==> config.mk <==
export PLATFORM = sky130hd
export DESIGN_NAME = ldst_agu_top
export DESIGN_NICKNAME = d
export VERILOG_FILES = /design/src/source/lsu_pkg.sv /design/src/source/vaddr_adder.sv /design/src/source/ldst_buffer.sv /design/src/source/ldst_agu_top.sv
export VERILOG_INCLUDE_DIRS = /design/src /design/src/source
export SDC_FILE = /design/constraint.sdc
export NUM_CORES = 1
export LEC_CHECK = 0
export BUFFER_PORTS_ARGS = -buffer_cell sky130_fd_sc_hd__buf_2
export CAP_MARGIN = 10
export CORE_ASPECT_RATIO = 1.5
export CORE_MARGIN = 2
export CORE_UTILIZATION = 60
export DETAILED_ROUTE_END_ITERATION = 8
export PLACE_DENSITY = 0.84
export REMOVE_ABC_BUFFERS = 1
export SETUP_SLACK_MARGIN = 0.2
export SKIP_CTS_REPAIR_TIMING = 1
export SYNTH_ARGS = -nofsm -noshare
export SYNTH_HDL_FRONTEND = slang
export SYNTH_SLANG_ARGS = --single-unit
==> constraint.sdc <==
create_clock -name clk_i -period 19.3 [get_ports clk_i]
set_clock_uncertainty 0.2 [all_clocks]
set_input_delay 5.79 -clock clk_i [delete_from_list [all_inputs] [get_ports clk_i]]
set_output_delay 5.79 -clock clk_i [all_outputs]
set_load 0.02 [all_outputs]
==> src/source/lsu_defines.svh <==
//--------------------------------------------------------------------
// Load/store unit sizes
// Data and address width, buffer depth and buffer index width
//--------------------------------------------------------------------

`ifndef LSU_DEFINES_SVH
`define LSU_DEFINES_SVH

// Data and virtual address width
`define XLEN 64

// Number of load/store buffer entries (4, 8 or 16)
`define LSB_DEPTH 4

// Buffer index width, log2 of LSB_DEPTH
`define LSB_IDX_LEN 2

`endif

==> src/source/lsu_pkg.sv <==
//--------------------------------------------------------------------
// Load/store unit types
// Access types, paging modes, exception codes and AGU payloads
//--------------------------------------------------------------------

`include "lsu_defines.svh"

package lsu_pkg;

  // Memory access width and sign extension
  typedef enum logic [2:0] {
    LS_BYTE,
    LS_BYTE_U,
    LS_HALFWORD,
    LS_HALFWORD_U,
    LS_WORD,
    LS_WORD_U,
    LS_DOUBLEWORD
  } ldst_type_t;

  // MODE field of the satp CSR
  typedef enum logic [3:0] {
    BARE = 4'd0,
    SV39 = 4'd8,
    SV48 = 4'd9
  } satp_mode_t;

  // Exception raised by the address adder
  typedef enum logic [1:0] {
    VADDR_NO_EXCEPT,
    VADDR_ALIGN_EXCEPT,
    VADDR_PAGE_EXCEPT
  } vaddr_except_t;

  // Memory operation with ready operands
  typedef struct packed {
    logic             is_store;
    ldst_type_t       ldst_type;
    logic [`XLEN-1:0] base;
    logic [`XLEN-1:0] imm;
  } ldst_op_t;

  // Buffer to adder
  typedef struct packed {
    ldst_op_t                op;
    logic [`LSB_IDX_LEN-1:0] idx;
  } agu_req_t;

  // Adder to buffer, also the retire payload
  typedef struct packed {
    logic [`LSB_IDX_LEN-1:0] idx;
    logic                    is_store;
    logic [`XLEN-1:0]        vaddr;
    vaddr_except_t           except;
  } agu_res_t;

endpackage

==> src/source/vaddr_adder.sv <==
//--------------------------------------------------------------------
// Virtual address adder
// One register stage, then base plus immediate with alignment
// and SV39/SV48 canonical-form checks
//--------------------------------------------------------------------

`timescale 1ns/1ps
`include "lsu_defines.svh"

module vaddr_adder (
  input  logic                 clk_i,
  input  logic                 rst_ni,
  input  logic                 flush_i,
  input  lsu_pkg::satp_mode_t  vm_mode_i,
  input  logic                 req_valid_i,
  input  lsu_pkg::agu_req_t    req_i,
  output logic                 res_valid_o,
  output lsu_pkg::agu_res_t    res_o
);
  import lsu_pkg::*;

  agu_req_t         req_q;
  satp_mode_t       mode_q;
  logic             valid_q;
  logic [`XLEN-1:0] vaddr;
  logic             align_fault;
  logic             page_fault;
  vaddr_except_t    except_code;

  //------------------------------------------------------------------
  // Input registers
  //------------------------------------------------------------------

  // Valid bit, dropped on flush so an in-flight result never lands
  always_ff @(posedge clk_i or negedge rst_ni) begin
    if (!rst_ni) begin
      valid_q <= 1'b0;
    end else if (flush_i) begin
      valid_q <= 1'b0;
    end else begin
      valid_q <= req_valid_i;
    end
  end

  // Request payload and paging mode, captured together
  always_ff @(posedge clk_i) begin
    if (req_valid_i) begin
      req_q  <= req_i;
      mode_q <= vm_mode_i;
    end
  end

  //------------------------------------------------------------------
  // Address and exception check
  //------------------------------------------------------------------

  // Wraps at XLEN bits
  assign vaddr = req_q.op.base + req_q.op.imm;

  always_comb begin
    // Natural alignment by access size
    unique case (req_q.op.ldst_type)
      LS_BYTE, LS_BYTE_U:         align_fault = 1'b0;
      LS_HALFWORD, LS_HALFWORD_U: align_fault = vaddr[0];
      LS_WORD, LS_WORD_U:         align_fault = |vaddr[1:0];
      LS_DOUBLEWORD:              align_fault = |vaddr[2:0];
      default:                    align_fault = 1'b0;
    endcase
    // Upper bits must replicate the top translated bit
    unique case (mode_q)
      SV39:    page_fault = vaddr[`XLEN-1:39] != {(`XLEN-39){vaddr[38]}};
      SV48:    page_fault = vaddr[`XLEN-1:48] != {(`XLEN-48){vaddr[47]}};
      default: page_fault = 1'b0;
    endcase
    // Misalignment wins over page fault
    if (align_fault) begin
      except_code = VADDR_ALIGN_EXCEPT;
    end else if (page_fault) begin
      except_code = VADDR_PAGE_EXCEPT;
    end else begin
      except_code = VADDR_NO_EXCEPT;
    end
  end

  // Result back to the buffer entry
  assign res_valid_o = valid_q;

  always_comb begin
    res_o.idx      = req_q.idx;
    res_o.is_store = req_q.op.is_store;
    res_o.vaddr    = vaddr;
    res_o.except   = except_code;
  end

  //------------------------------------------------------------------
  // Assertions
  //------------------------------------------------------------------

  // BARE mode never translates, so never page-faults
  a_bare_no_pfault: assert property (@(posedge clk_i) disable iff (!rst_ni)
    res_valid_o && (mode_q == BARE) |-> res_o.except != VADDR_PAGE_EXCEPT)
    else $error("page fault reported in BARE mode");

  // Flush kills the request that was in the register stage
  a_flush_kills: assert property (@(posedge clk_i) disable iff (!rst_ni)
    flush_i |=> !res_valid_o)
    else $error("adder result valid in the cycle after a flush");

endmodule

==> src/source/ldst_buffer.sv <==
//--------------------------------------------------------------------
// Load/store buffer
// Circular in-order buffer: insert, issue to the AGU, result
// write-back, in-order retire and flush
//--------------------------------------------------------------------

`timescale 1ns/1ps
`include "lsu_defines.svh"

module ldst_buffer (
  input  logic               clk_i,
  input  logic               rst_ni,
  input  logic               flush_i,
  input  logic               ins_valid_i,
  input  lsu_pkg::ldst_op_t  ins_op_i,
  output logic               full_o,
  output logic               agu_valid_o,
  output lsu_pkg::agu_req_t  agu_req_o,
  input  logic               agu_res_valid_i,
  input  lsu_pkg::agu_res_t  agu_res_i,
  output logic               done_valid_o,
  output lsu_pkg::agu_res_t  done_res_o,
  input  logic               done_ready_i
);
  import lsu_pkg::*;

  // Per-entry state flags
  logic [`LSB_DEPTH-1:0]   valid_q;
  logic [`LSB_DEPTH-1:0]   issued_q;
  logic [`LSB_DEPTH-1:0]   done_q;
  // Entry payloads
  ldst_op_t                op_q [`LSB_DEPTH];
  agu_res_t                res_q [`LSB_DEPTH];
  // Pointers and occupancy
  logic [`LSB_IDX_LEN-1:0] head_q;
  logic [`LSB_IDX_LEN-1:0] tail_q;
  logic [`LSB_IDX_LEN:0]   count_q;
  // Handshakes
  logic                    ins_fire;
  logic                    ret_fire;
  logic                    issue_found;
  logic [`LSB_IDX_LEN-1:0] issue_idx;

  assign full_o   = count_q == (`LSB_IDX_LEN+1)'(`LSB_DEPTH);
  assign ins_fire = ins_valid_i && !full_o;

  //------------------------------------------------------------------
  // Issue selection
  //------------------------------------------------------------------

  // Oldest valid entry not yet sent, scanning from the head
  always_comb begin : issue_select
    logic [`LSB_IDX_LEN-1:0] idx;
    issue_found = 1'b0;
    issue_idx   = head_q;
    for (int i = 0; i < `LSB_DEPTH; i++) begin
      idx = head_q + i[`LSB_IDX_LEN-1:0];
      if (!issue_found && valid_q[idx] && !issued_q[idx]) begin
        issue_found = 1'b1;
        issue_idx   = idx;
      end
    end
  end

  assign agu_valid_o = issue_found;

  always_comb begin
    agu_req_o.op  = op_q[issue_idx];
    agu_req_o.idx = issue_idx;
  end

  //------------------------------------------------------------------
  // Retire port
  //------------------------------------------------------------------

  // Head leaves only when its address is known
  assign done_valid_o = valid_q[head_q] && done_q[head_q];
  assign done_res_o   = res_q[head_q];
  assign ret_fire     = done_valid_o && done_ready_i;

  //------------------------------------------------------------------
  // Control state
  //------------------------------------------------------------------

  always_ff @(posedge clk_i or negedge rst_ni) begin
    if (!rst_ni) begin
      valid_q  <= '0;
      issued_q <= '0;
      done_q   <= '0;
      head_q   <= '0;
      tail_q   <= '0;
      count_q  <= '0;
    end else if (flush_i) begin
      valid_q  <= '0;
      issued_q <= '0;
      done_q   <= '0;
      head_q   <= '0;
      tail_q   <= '0;
      count_q  <= '0;
    end else begin
      // New entry at the tail
      if (ins_fire) begin
        valid_q[tail_q]  <= 1'b1;
        issued_q[tail_q] <= 1'b0;
        done_q[tail_q]   <= 1'b0;
        tail_q           <= tail_q + 1'b1;
      end
      // Sent to the adder this cycle
      if (issue_found) begin
        issued_q[issue_idx] <= 1'b1;
      end
      // Adder result returned
      if (agu_res_valid_i) begin
        done_q[agu_res_i.idx] <= 1'b1;
      end
      // Head accepted downstream
      if (ret_fire) begin
        valid_q[head_q] <= 1'b0;
        head_q          <= head_q + 1'b1;
      end
      unique case ({ins_fire, ret_fire})
        2'b10:   count_q <= count_q + 1'b1;
        2'b01:   count_q <= count_q - 1'b1;
        default: count_q <= count_q;
      endcase
    end
  end

  // Payload storage
  always_ff @(posedge clk_i) begin
    if (ins_fire) begin
      op_q[tail_q] <= ins_op_i;
    end
    if (agu_res_valid_i) begin
      res_q[agu_res_i.idx] <= agu_res_i;
    end
  end

  //------------------------------------------------------------------
  // Assertions
  //------------------------------------------------------------------

  // Producer must respect full
  a_no_ins_full: assert property (@(posedge clk_i) disable iff (!rst_ni)
    ins_valid_i |-> !full_o)
    else $error("insert attempted while buffer full");

  // Write-back lands on a live entry waiting for its address
  a_wb_target: assert property (@(posedge clk_i) disable iff (!rst_ni)
    agu_res_valid_i |-> valid_q[agu_res_i.idx] && issued_q[agu_res_i.idx]
                        && !done_q[agu_res_i.idx])
    else $error("write-back to entry %0d in wrong state", agu_res_i.idx);

endmodule

==> src/source/ldst_agu_top.sv <==
//--------------------------------------------------------------------
// Load/store address generation top level
// Load/store buffer feeding the one-stage virtual address adder
//--------------------------------------------------------------------

`timescale 1ns/1ps

module ldst_agu_top (
  input  logic                 clk_i,
  input  logic                 rst_ni,
  input  logic                 flush_i,
  input  lsu_pkg::satp_mode_t  vm_mode_i,
  input  logic                 ins_valid_i,
  input  lsu_pkg::ldst_op_t    ins_op_i,
  output logic                 full_o,
  output logic                 done_valid_o,
  output lsu_pkg::agu_res_t    done_res_o,
  input  logic                 done_ready_i
);
  import lsu_pkg::*;

  // Issue path, buffer to adder
  logic     agu_valid;
  agu_req_t agu_req;
  // Write-back path, adder to buffer
  logic     agu_res_valid;
  agu_res_t agu_res;

  ldst_buffer ldst_buffer_i (
    .clk_i           (clk_i),
    .rst_ni          (rst_ni),
    .flush_i         (flush_i),
    .ins_valid_i     (ins_valid_i),
    .ins_op_i        (ins_op_i),
    .full_o          (full_o),
    .agu_valid_o     (agu_valid),
    .agu_req_o       (agu_req),
    .agu_res_valid_i (agu_res_valid),
    .agu_res_i       (agu_res),
    .done_valid_o    (done_valid_o),
    .done_res_o      (done_res_o),
    .done_ready_i    (done_ready_i)
  );

  // Always takes a request, the buffer holds a slot for every result
  vaddr_adder vaddr_adder_i (
    .clk_i       (clk_i),
    .rst_ni      (rst_ni),
    .flush_i     (flush_i),
    .vm_mode_i   (vm_mode_i),
    .req_valid_i (agu_valid),
    .req_i       (agu_req),
    .res_valid_o (agu_res_valid),
    .res_o       (agu_res)
  );

endmodule

Word-level counts from Yosys, hierarchy flattened
Memories as Yosys holds them, arrays and structs flattened. A register that Yosys moved wholly into a read port is not among the register bits.
Cells that the tools add are included.
W data, S select, Z words.
{"block": "totals", "regBits": 26, "latchBits": 0, "mem_bits_rw": 804, "romBits": 0, "in_bits": 141, "output_inout_bits": 71, "wordCells": 138, "memories": 2}
{"block": "classes", "addsub": 7, "n_mul": 0, "div_mod_pow": 0, "n_lt_le_gt_ge": 11, "n_eq_ne": 12, "n_shift": 0, "muxes": 60, "bitwise": 8, "n_reduce_logical": 29}
{"memory": "ldst_buffer_i.op_q", "words": 4, "word_bits": 132, "read_ports": 1, "rd_ports_with_merged_regs": 1, "write_ports": 1, "line_no": "ldst_buffer.sv:32", "text": "ldst_op_t op_q [`LSB_DEPTH];"}
{"memory": "ldst_buffer_i.res_q", "words": 4, "word_bits": 69, "read_ports": 1, "rd_ports_with_merged_regs": 0, "write_ports": 1, "line_no": "ldst_buffer.sv:33", "text": "agu_res_t res_q [`LSB_DEPTH];"}
{"op": "$add A64 B64 Y64", "count": 1}
{"op": "$mux W4", "count": 12}
{"op": "$ne A25 B25 Y1", "count": 1}
{"op": "$mux W1", "count": 22}
{"op": "$lt A2 B3 Y1 const B", "count": 7}
{"op": "$bmux W1 S2", "count": 9}
{"op": "$mux W2", "count": 9}
{"op": "$ne A16 B16 Y1", "count": 1}
{"op": "$logic_and A1 B1 Y1", "count": 14}
{"op": "$and A4 B4 Y4", "count": 3}
{"op": "$eq A3 B3 Y1 const B", "count": 4}
{"op": "$or A4 B4 Y4", "count": 3}
{"op": "$demux W1 S2", "count": 4}
{"op": "$eq A4 B4 Y1 const B", "count": 2}
{"op": "$ge A2 B1 Y1 const B", "count": 4}
{"op": "$logic_not A1 Y1", "count": 8}
{"op": "$not A4 Y4", "count": 2}
{"op": "$eq A3 B2 Y1 const B", "count": 2}
{"op": "$pmux W3 S2", "count": 1}
{"op": "$reduce_or A2 Y1", "count": 3}
{"op": "$add A2 B1 Y2 const B", "count": 2}
{"op": "$add A2 B2 Y2 const B", "count": 2}
{"op": "$reduce_bool A2 Y1", "count": 2}
{"op": "$add A3 B1 Y3 const B", "count": 1}
{"op": "other kinds (8)", "count": 8}

Logic depth before layout (Yosys ltp)
{"block": "depth", "ltp_word": 24, "mapped_depth": 15, "mapped_depth_nobuf": 15}

Cells and area by module
A second synthesis with hierarchy kept.
{"block": "hier_totals", "hier_cells": 1963, "area_unflattened_um2": 38567.0}
{"mod": "ldst_buffer", "n_inst": 1, "cells_each": 1217, "area_per_inst_um2": 30371.6, "seq_area_each_um2": 24618.6}
{"mod": "vaddr_adder", "n_inst": 1, "cells_each": 746, "area_per_inst_um2": 8195.4, "seq_area_each_um2": 4169.0}

Least setup slack after synthesis
Ideal clock, no wire load.
{"block": "synth_timing", "kind": "input port to flip-flop", "from": "in ins_valid_i", "to": "mem ldst_buffer_i.op_q[0][0] (netlist name), enable pin", "setup_time_ps": 485, "arrival_ps": 8903, "required_ps": 18615, "slack_ps": 9712, "cell_stages": 4, "path_buffers": 1, "path_cell_list": "nor2b_1 -> clkbuf_1 -> nand2_1 -> inv_1"}
{"block": "synth_between", "elab_chain_cells": 3}
{"item": "from (decl)", "line_no": "ldst_agu_top.sv:13", "text": "input logic ins_valid_i,"}
{"item": "$logic_and A1 B1 Y1", "line_no": "ldst_buffer.sv:45", "text": "assign ins_fire = ins_valid_i && !full_o;"}
{"item": "$mux W1", "line_no": "ldst_buffer.sv:131", "text": "if (ins_fire) begin"}
{"item": "$mux W1 (implied by the code)", "line_no": "ldst_buffer.sv:132", "text": "op_q[tail_q] <= ins_op_i;"}
{"item": "to (decl)", "line_no": "ldst_buffer.sv:32"}
No other way between the ends.

==> flow_summary.ini <==
[floorplanning]
core_um2 = 64500
dieWidth_um = 212
die_area_um2 = 67300
initial_core_util_pct = 60.7
die_h_um = 317
fp-row-count = 114
pin_count = 212

[cts]
clock-sinks = 962
ctsRootBufferMaster = clkbuf_16
clk_latency_ns = 0.65
cts_buffers = 82
clockBufferDepth = 3
cts.clk_slew.worst_paths_ns = 0.06
cts.htree.levels = 3
tritoncts = done

[synth]
synth_flop_cell = edfxtp_1
ys_ff_latch = 962
synth-edff-count = 942
synthCells = 2641
synth_top_area_share_pct = 72.3
yosysTopAreaCell = edfxtp_1
synth_cell_type_count = 74
async_reset_ff_share_pct = 2.08
yosys_warnings = 0
syn_avg_cell_area_um2 = 14.8
ys_seq_area_share_pct = 73.6
ys_top_cells_by_area = edfxtp_1, nand2_1, mux4_2
synth_area_um2 = 39100

[detailed_routing]
drt_iter0_drc = 2738
drc = 0
routed-wl-met2_um = 47500
wl_met3_um = 7290
viasPerCell = 6.25
routedWlPerCell_um = 24.2
wl_met1_um = 33300
ant_nets = 0
top_layer = met5
vias = 23650
routed_wl_um = 91300
drt_pre_antenna_iters = 6

[timing]
drv_slew = 0
period_share_pct = 47.9
setup_viol = 0
hold_viol_final = 0
relSlewSlack_pct = 18.3
worst_pin_slew_ns = 1.23
rsz0062_at_grt = false
period_minus_slack_ns = 9.24
fmax_mhz = 108

[cells_and_area]
seqCellArea_um2 = 28800
areaGrowthSynthToFinish_pct = 12.1
final_core_util_pct = 68.0
fin_area_um2 = 43900
layout-drive-gt1-share_pct = 16.1
nFillCells = 4140
nets = 3046
multi_input_area_um2 = 9800

[setup_path]
start_kind = flip-flop
r2r_end = ldst_buffer_i.res_q[3][1]$_DFFE_PP_
path_cells = buf_4, mux4_2, buf_2
cp_max_fo = 40
end_kind = output port
path_class = reg2out
slowest_delay_ns = 1.02
r2r_cells = 15
cp.arrival_ns = 3.25
rrSetupSlack_ns = 13.93
worstReg2RegStart = vaddr_adder_i.req_q[66]$_DFFE_PN_
crit_path_top_delay_cell = dfrtp_4
required_ns = 13.31

[place]
gp_congestion = 0.930
dpl_cell_area_um2 = 41000
numPortBuffers = 211
hpwl_um = 58100

[power_and_ir_drop]
p_leak_nw = 15.8
ir_worst_vdd_mv = 0.0814
p_per_area_nw_per_um2 = 128
finalPower_mw = 5.61

[grt]
grt_use_total_pct = 27.4
gr-total-overflow = 0
antenna_found_initial = 28
grt_start_max_net_pins = 181
grt_first_pass_wirelength_um = 137000
grt_pass1_vias = 23914

[hold_path]
whs_path_depth = 2
hold-path-endpoint = ldst_buffer_i.issued_q[3]$_DFF_PN0_
hold_class = reg2reg
hp-start = ldst_buffer_i.issued_q[3]$_DFF_PN0_

[run_status]
status = complete, no violations

[flow_run]
maxCapViolations = 0
## sequential cells by signal, summed over array words and instances (netlist names)
name and flops:
vaddr_adder_i.res_valid_o 1, ldst_buffer_i.count_q 3, vaddr_adder_i.req_q 131, vaddr_adder_i.mode_q 4
ldst_buffer_i.head_q 2, ldst_buffer_i.res_q 276, ldst_buffer_i.tail_q 2, ldst_buffer_i.issued_q 4
ldst_buffer_i.op_q 528, ldst_buffer_i.done_q 4, vaddr_adder_i.res_o 3, ldst_buffer_i.valid_q 4
## layout make-up
cell class                      count  share of cell area (%)
Timing Repair Buffer              232                    2.82
Sequential cell                   962                    65.7
Clock buffer                       93                    4.77
Tap cell                          870                    2.48
Multi-Input combinational cell   1525                    22.3
Inverter                           29                   0.282
Antenna cell                       12                  0.0685
Clock inverter                     58                    1.58
## metal layers
metal,vias up,global-route usage (%)
met2,1155,47.3
met4,22,11.3
li1,10403,-
met1,11852,34.2
met5,-,0
met3,218,5.23
## power by group
| group | internal (mW) | leakage, nW | switching (mW) |
|---|---|---|---|
| Sequential | 2.65 | 8.93 | 0.0564 |
| Combinational | 0.343 | 5.51 | 0.861 |
| Clock | 0.955 | 1.33 | 0.740 |
## critical path, delay by kind of cell (launching register included)
kind | cells | cell delay (ns)
flops | 1 | 1.02
buf+inv | 2 | 0.92
mux | 1 | 0.60
## worst max path at each step
stage	start	end	slack [ns]
CTS	ldst_buffer_i.head_q[0]$_DFFE_PN0P_	done_res_o[2]	9.94
detailed placement	ins_valid_i	ldst_buffer_i.op_q[2][19]$_DFFE_PP_	10.0
finish	ldst_buffer_i.head_q[0]$_DFFE_PN0P_	done_res_o[18]	10.06
global route	ldst_buffer_i.head_q[0]$_DFFE_PN0P_	done_res_o[2]	9.84
floorplan	ldst_buffer_i.head_q[0]$_DFFE_PN0P_	vaddr_adder_i.req_q[100]$_DFFE_PN_	-4.33
global placement	ins_valid_i	ldst_buffer_i.op_q[0][80]$_DFFE_PP_	10.05
## cell families after synthesis
kind of cell             after synthesis  share of synthesized area [%]
flip-flops                           962                           73.6
AND/OR/NAND/NOR                      926                           10.5
AO/OA/AOI/OAI                        382                           6.34
buffers and inverters                154                           1.51
multiplexers                          79                           4.24
adder cells (fa/ha/maj)               73                           2.37
XOR/XNOR                              65                           1.46
## cell usage in the layout, fill, tap and decap left out, types with 11 or more instances in the layout
master and count:
clkinvlp_4 11, xnor2_1 40, nand2_1 602, nand3_1 18, nor3_1 15, a31oi_1 145, clkinv_2 13, a21o_1 29
buf_4 19, buf_2 211, ha_1 71, and3_1 140, xor2_1 24, clkinv_1 13, diode_2 12, a21oi_1 83
edfxtp_1 942, bufinv_16 12, o21ai_0 38, nand4_1 18, clkbuf_1 11, clkbuf_16 82, nor2_1 71, inv_1 23
mux4_2 69, dfrtp_1 18, nor4_1 11
## per-stage QoR
| step | std cells | setup TNS [ns] | hold slack, ns | setup WS (ns) |
|---|---|---|---|---|
| floorplan | 2516 | -583.92 | 0.259 | -4.33 |
| global placement | 3618 | 0 | 0.301 | 10.05 |
| detailed placement | 3618 | 0 | 0.321 | 10.0 |
| CTS | 3769 | 0 | 0.339 | 9.94 |
| global route | 3778 | 0 | 0.361 | 9.84 |
| finish | 3781 | 0 | 0.333 | 10.06 |
## cells in the mapped netlist, drive strengths merged (6+ instances only)
cell type	instances
nor2b	10
inv	29
and3	142
nand4	18
ha	71
clkbuf	105
o21a	7
xnor2	41
mux2i	6
a211oi	11
nor3	15
buf	20
nand3	19
nand2	602
nor4	11
a21oi	88
mux4	69
or3	8
xor2	24
nor2	72
a31oi	145
a21o	29
o21bai	10
edfxtp	942
dfrtp	20
o21ai	44
No activity file was read; power rests on OpenSTA's default activity.
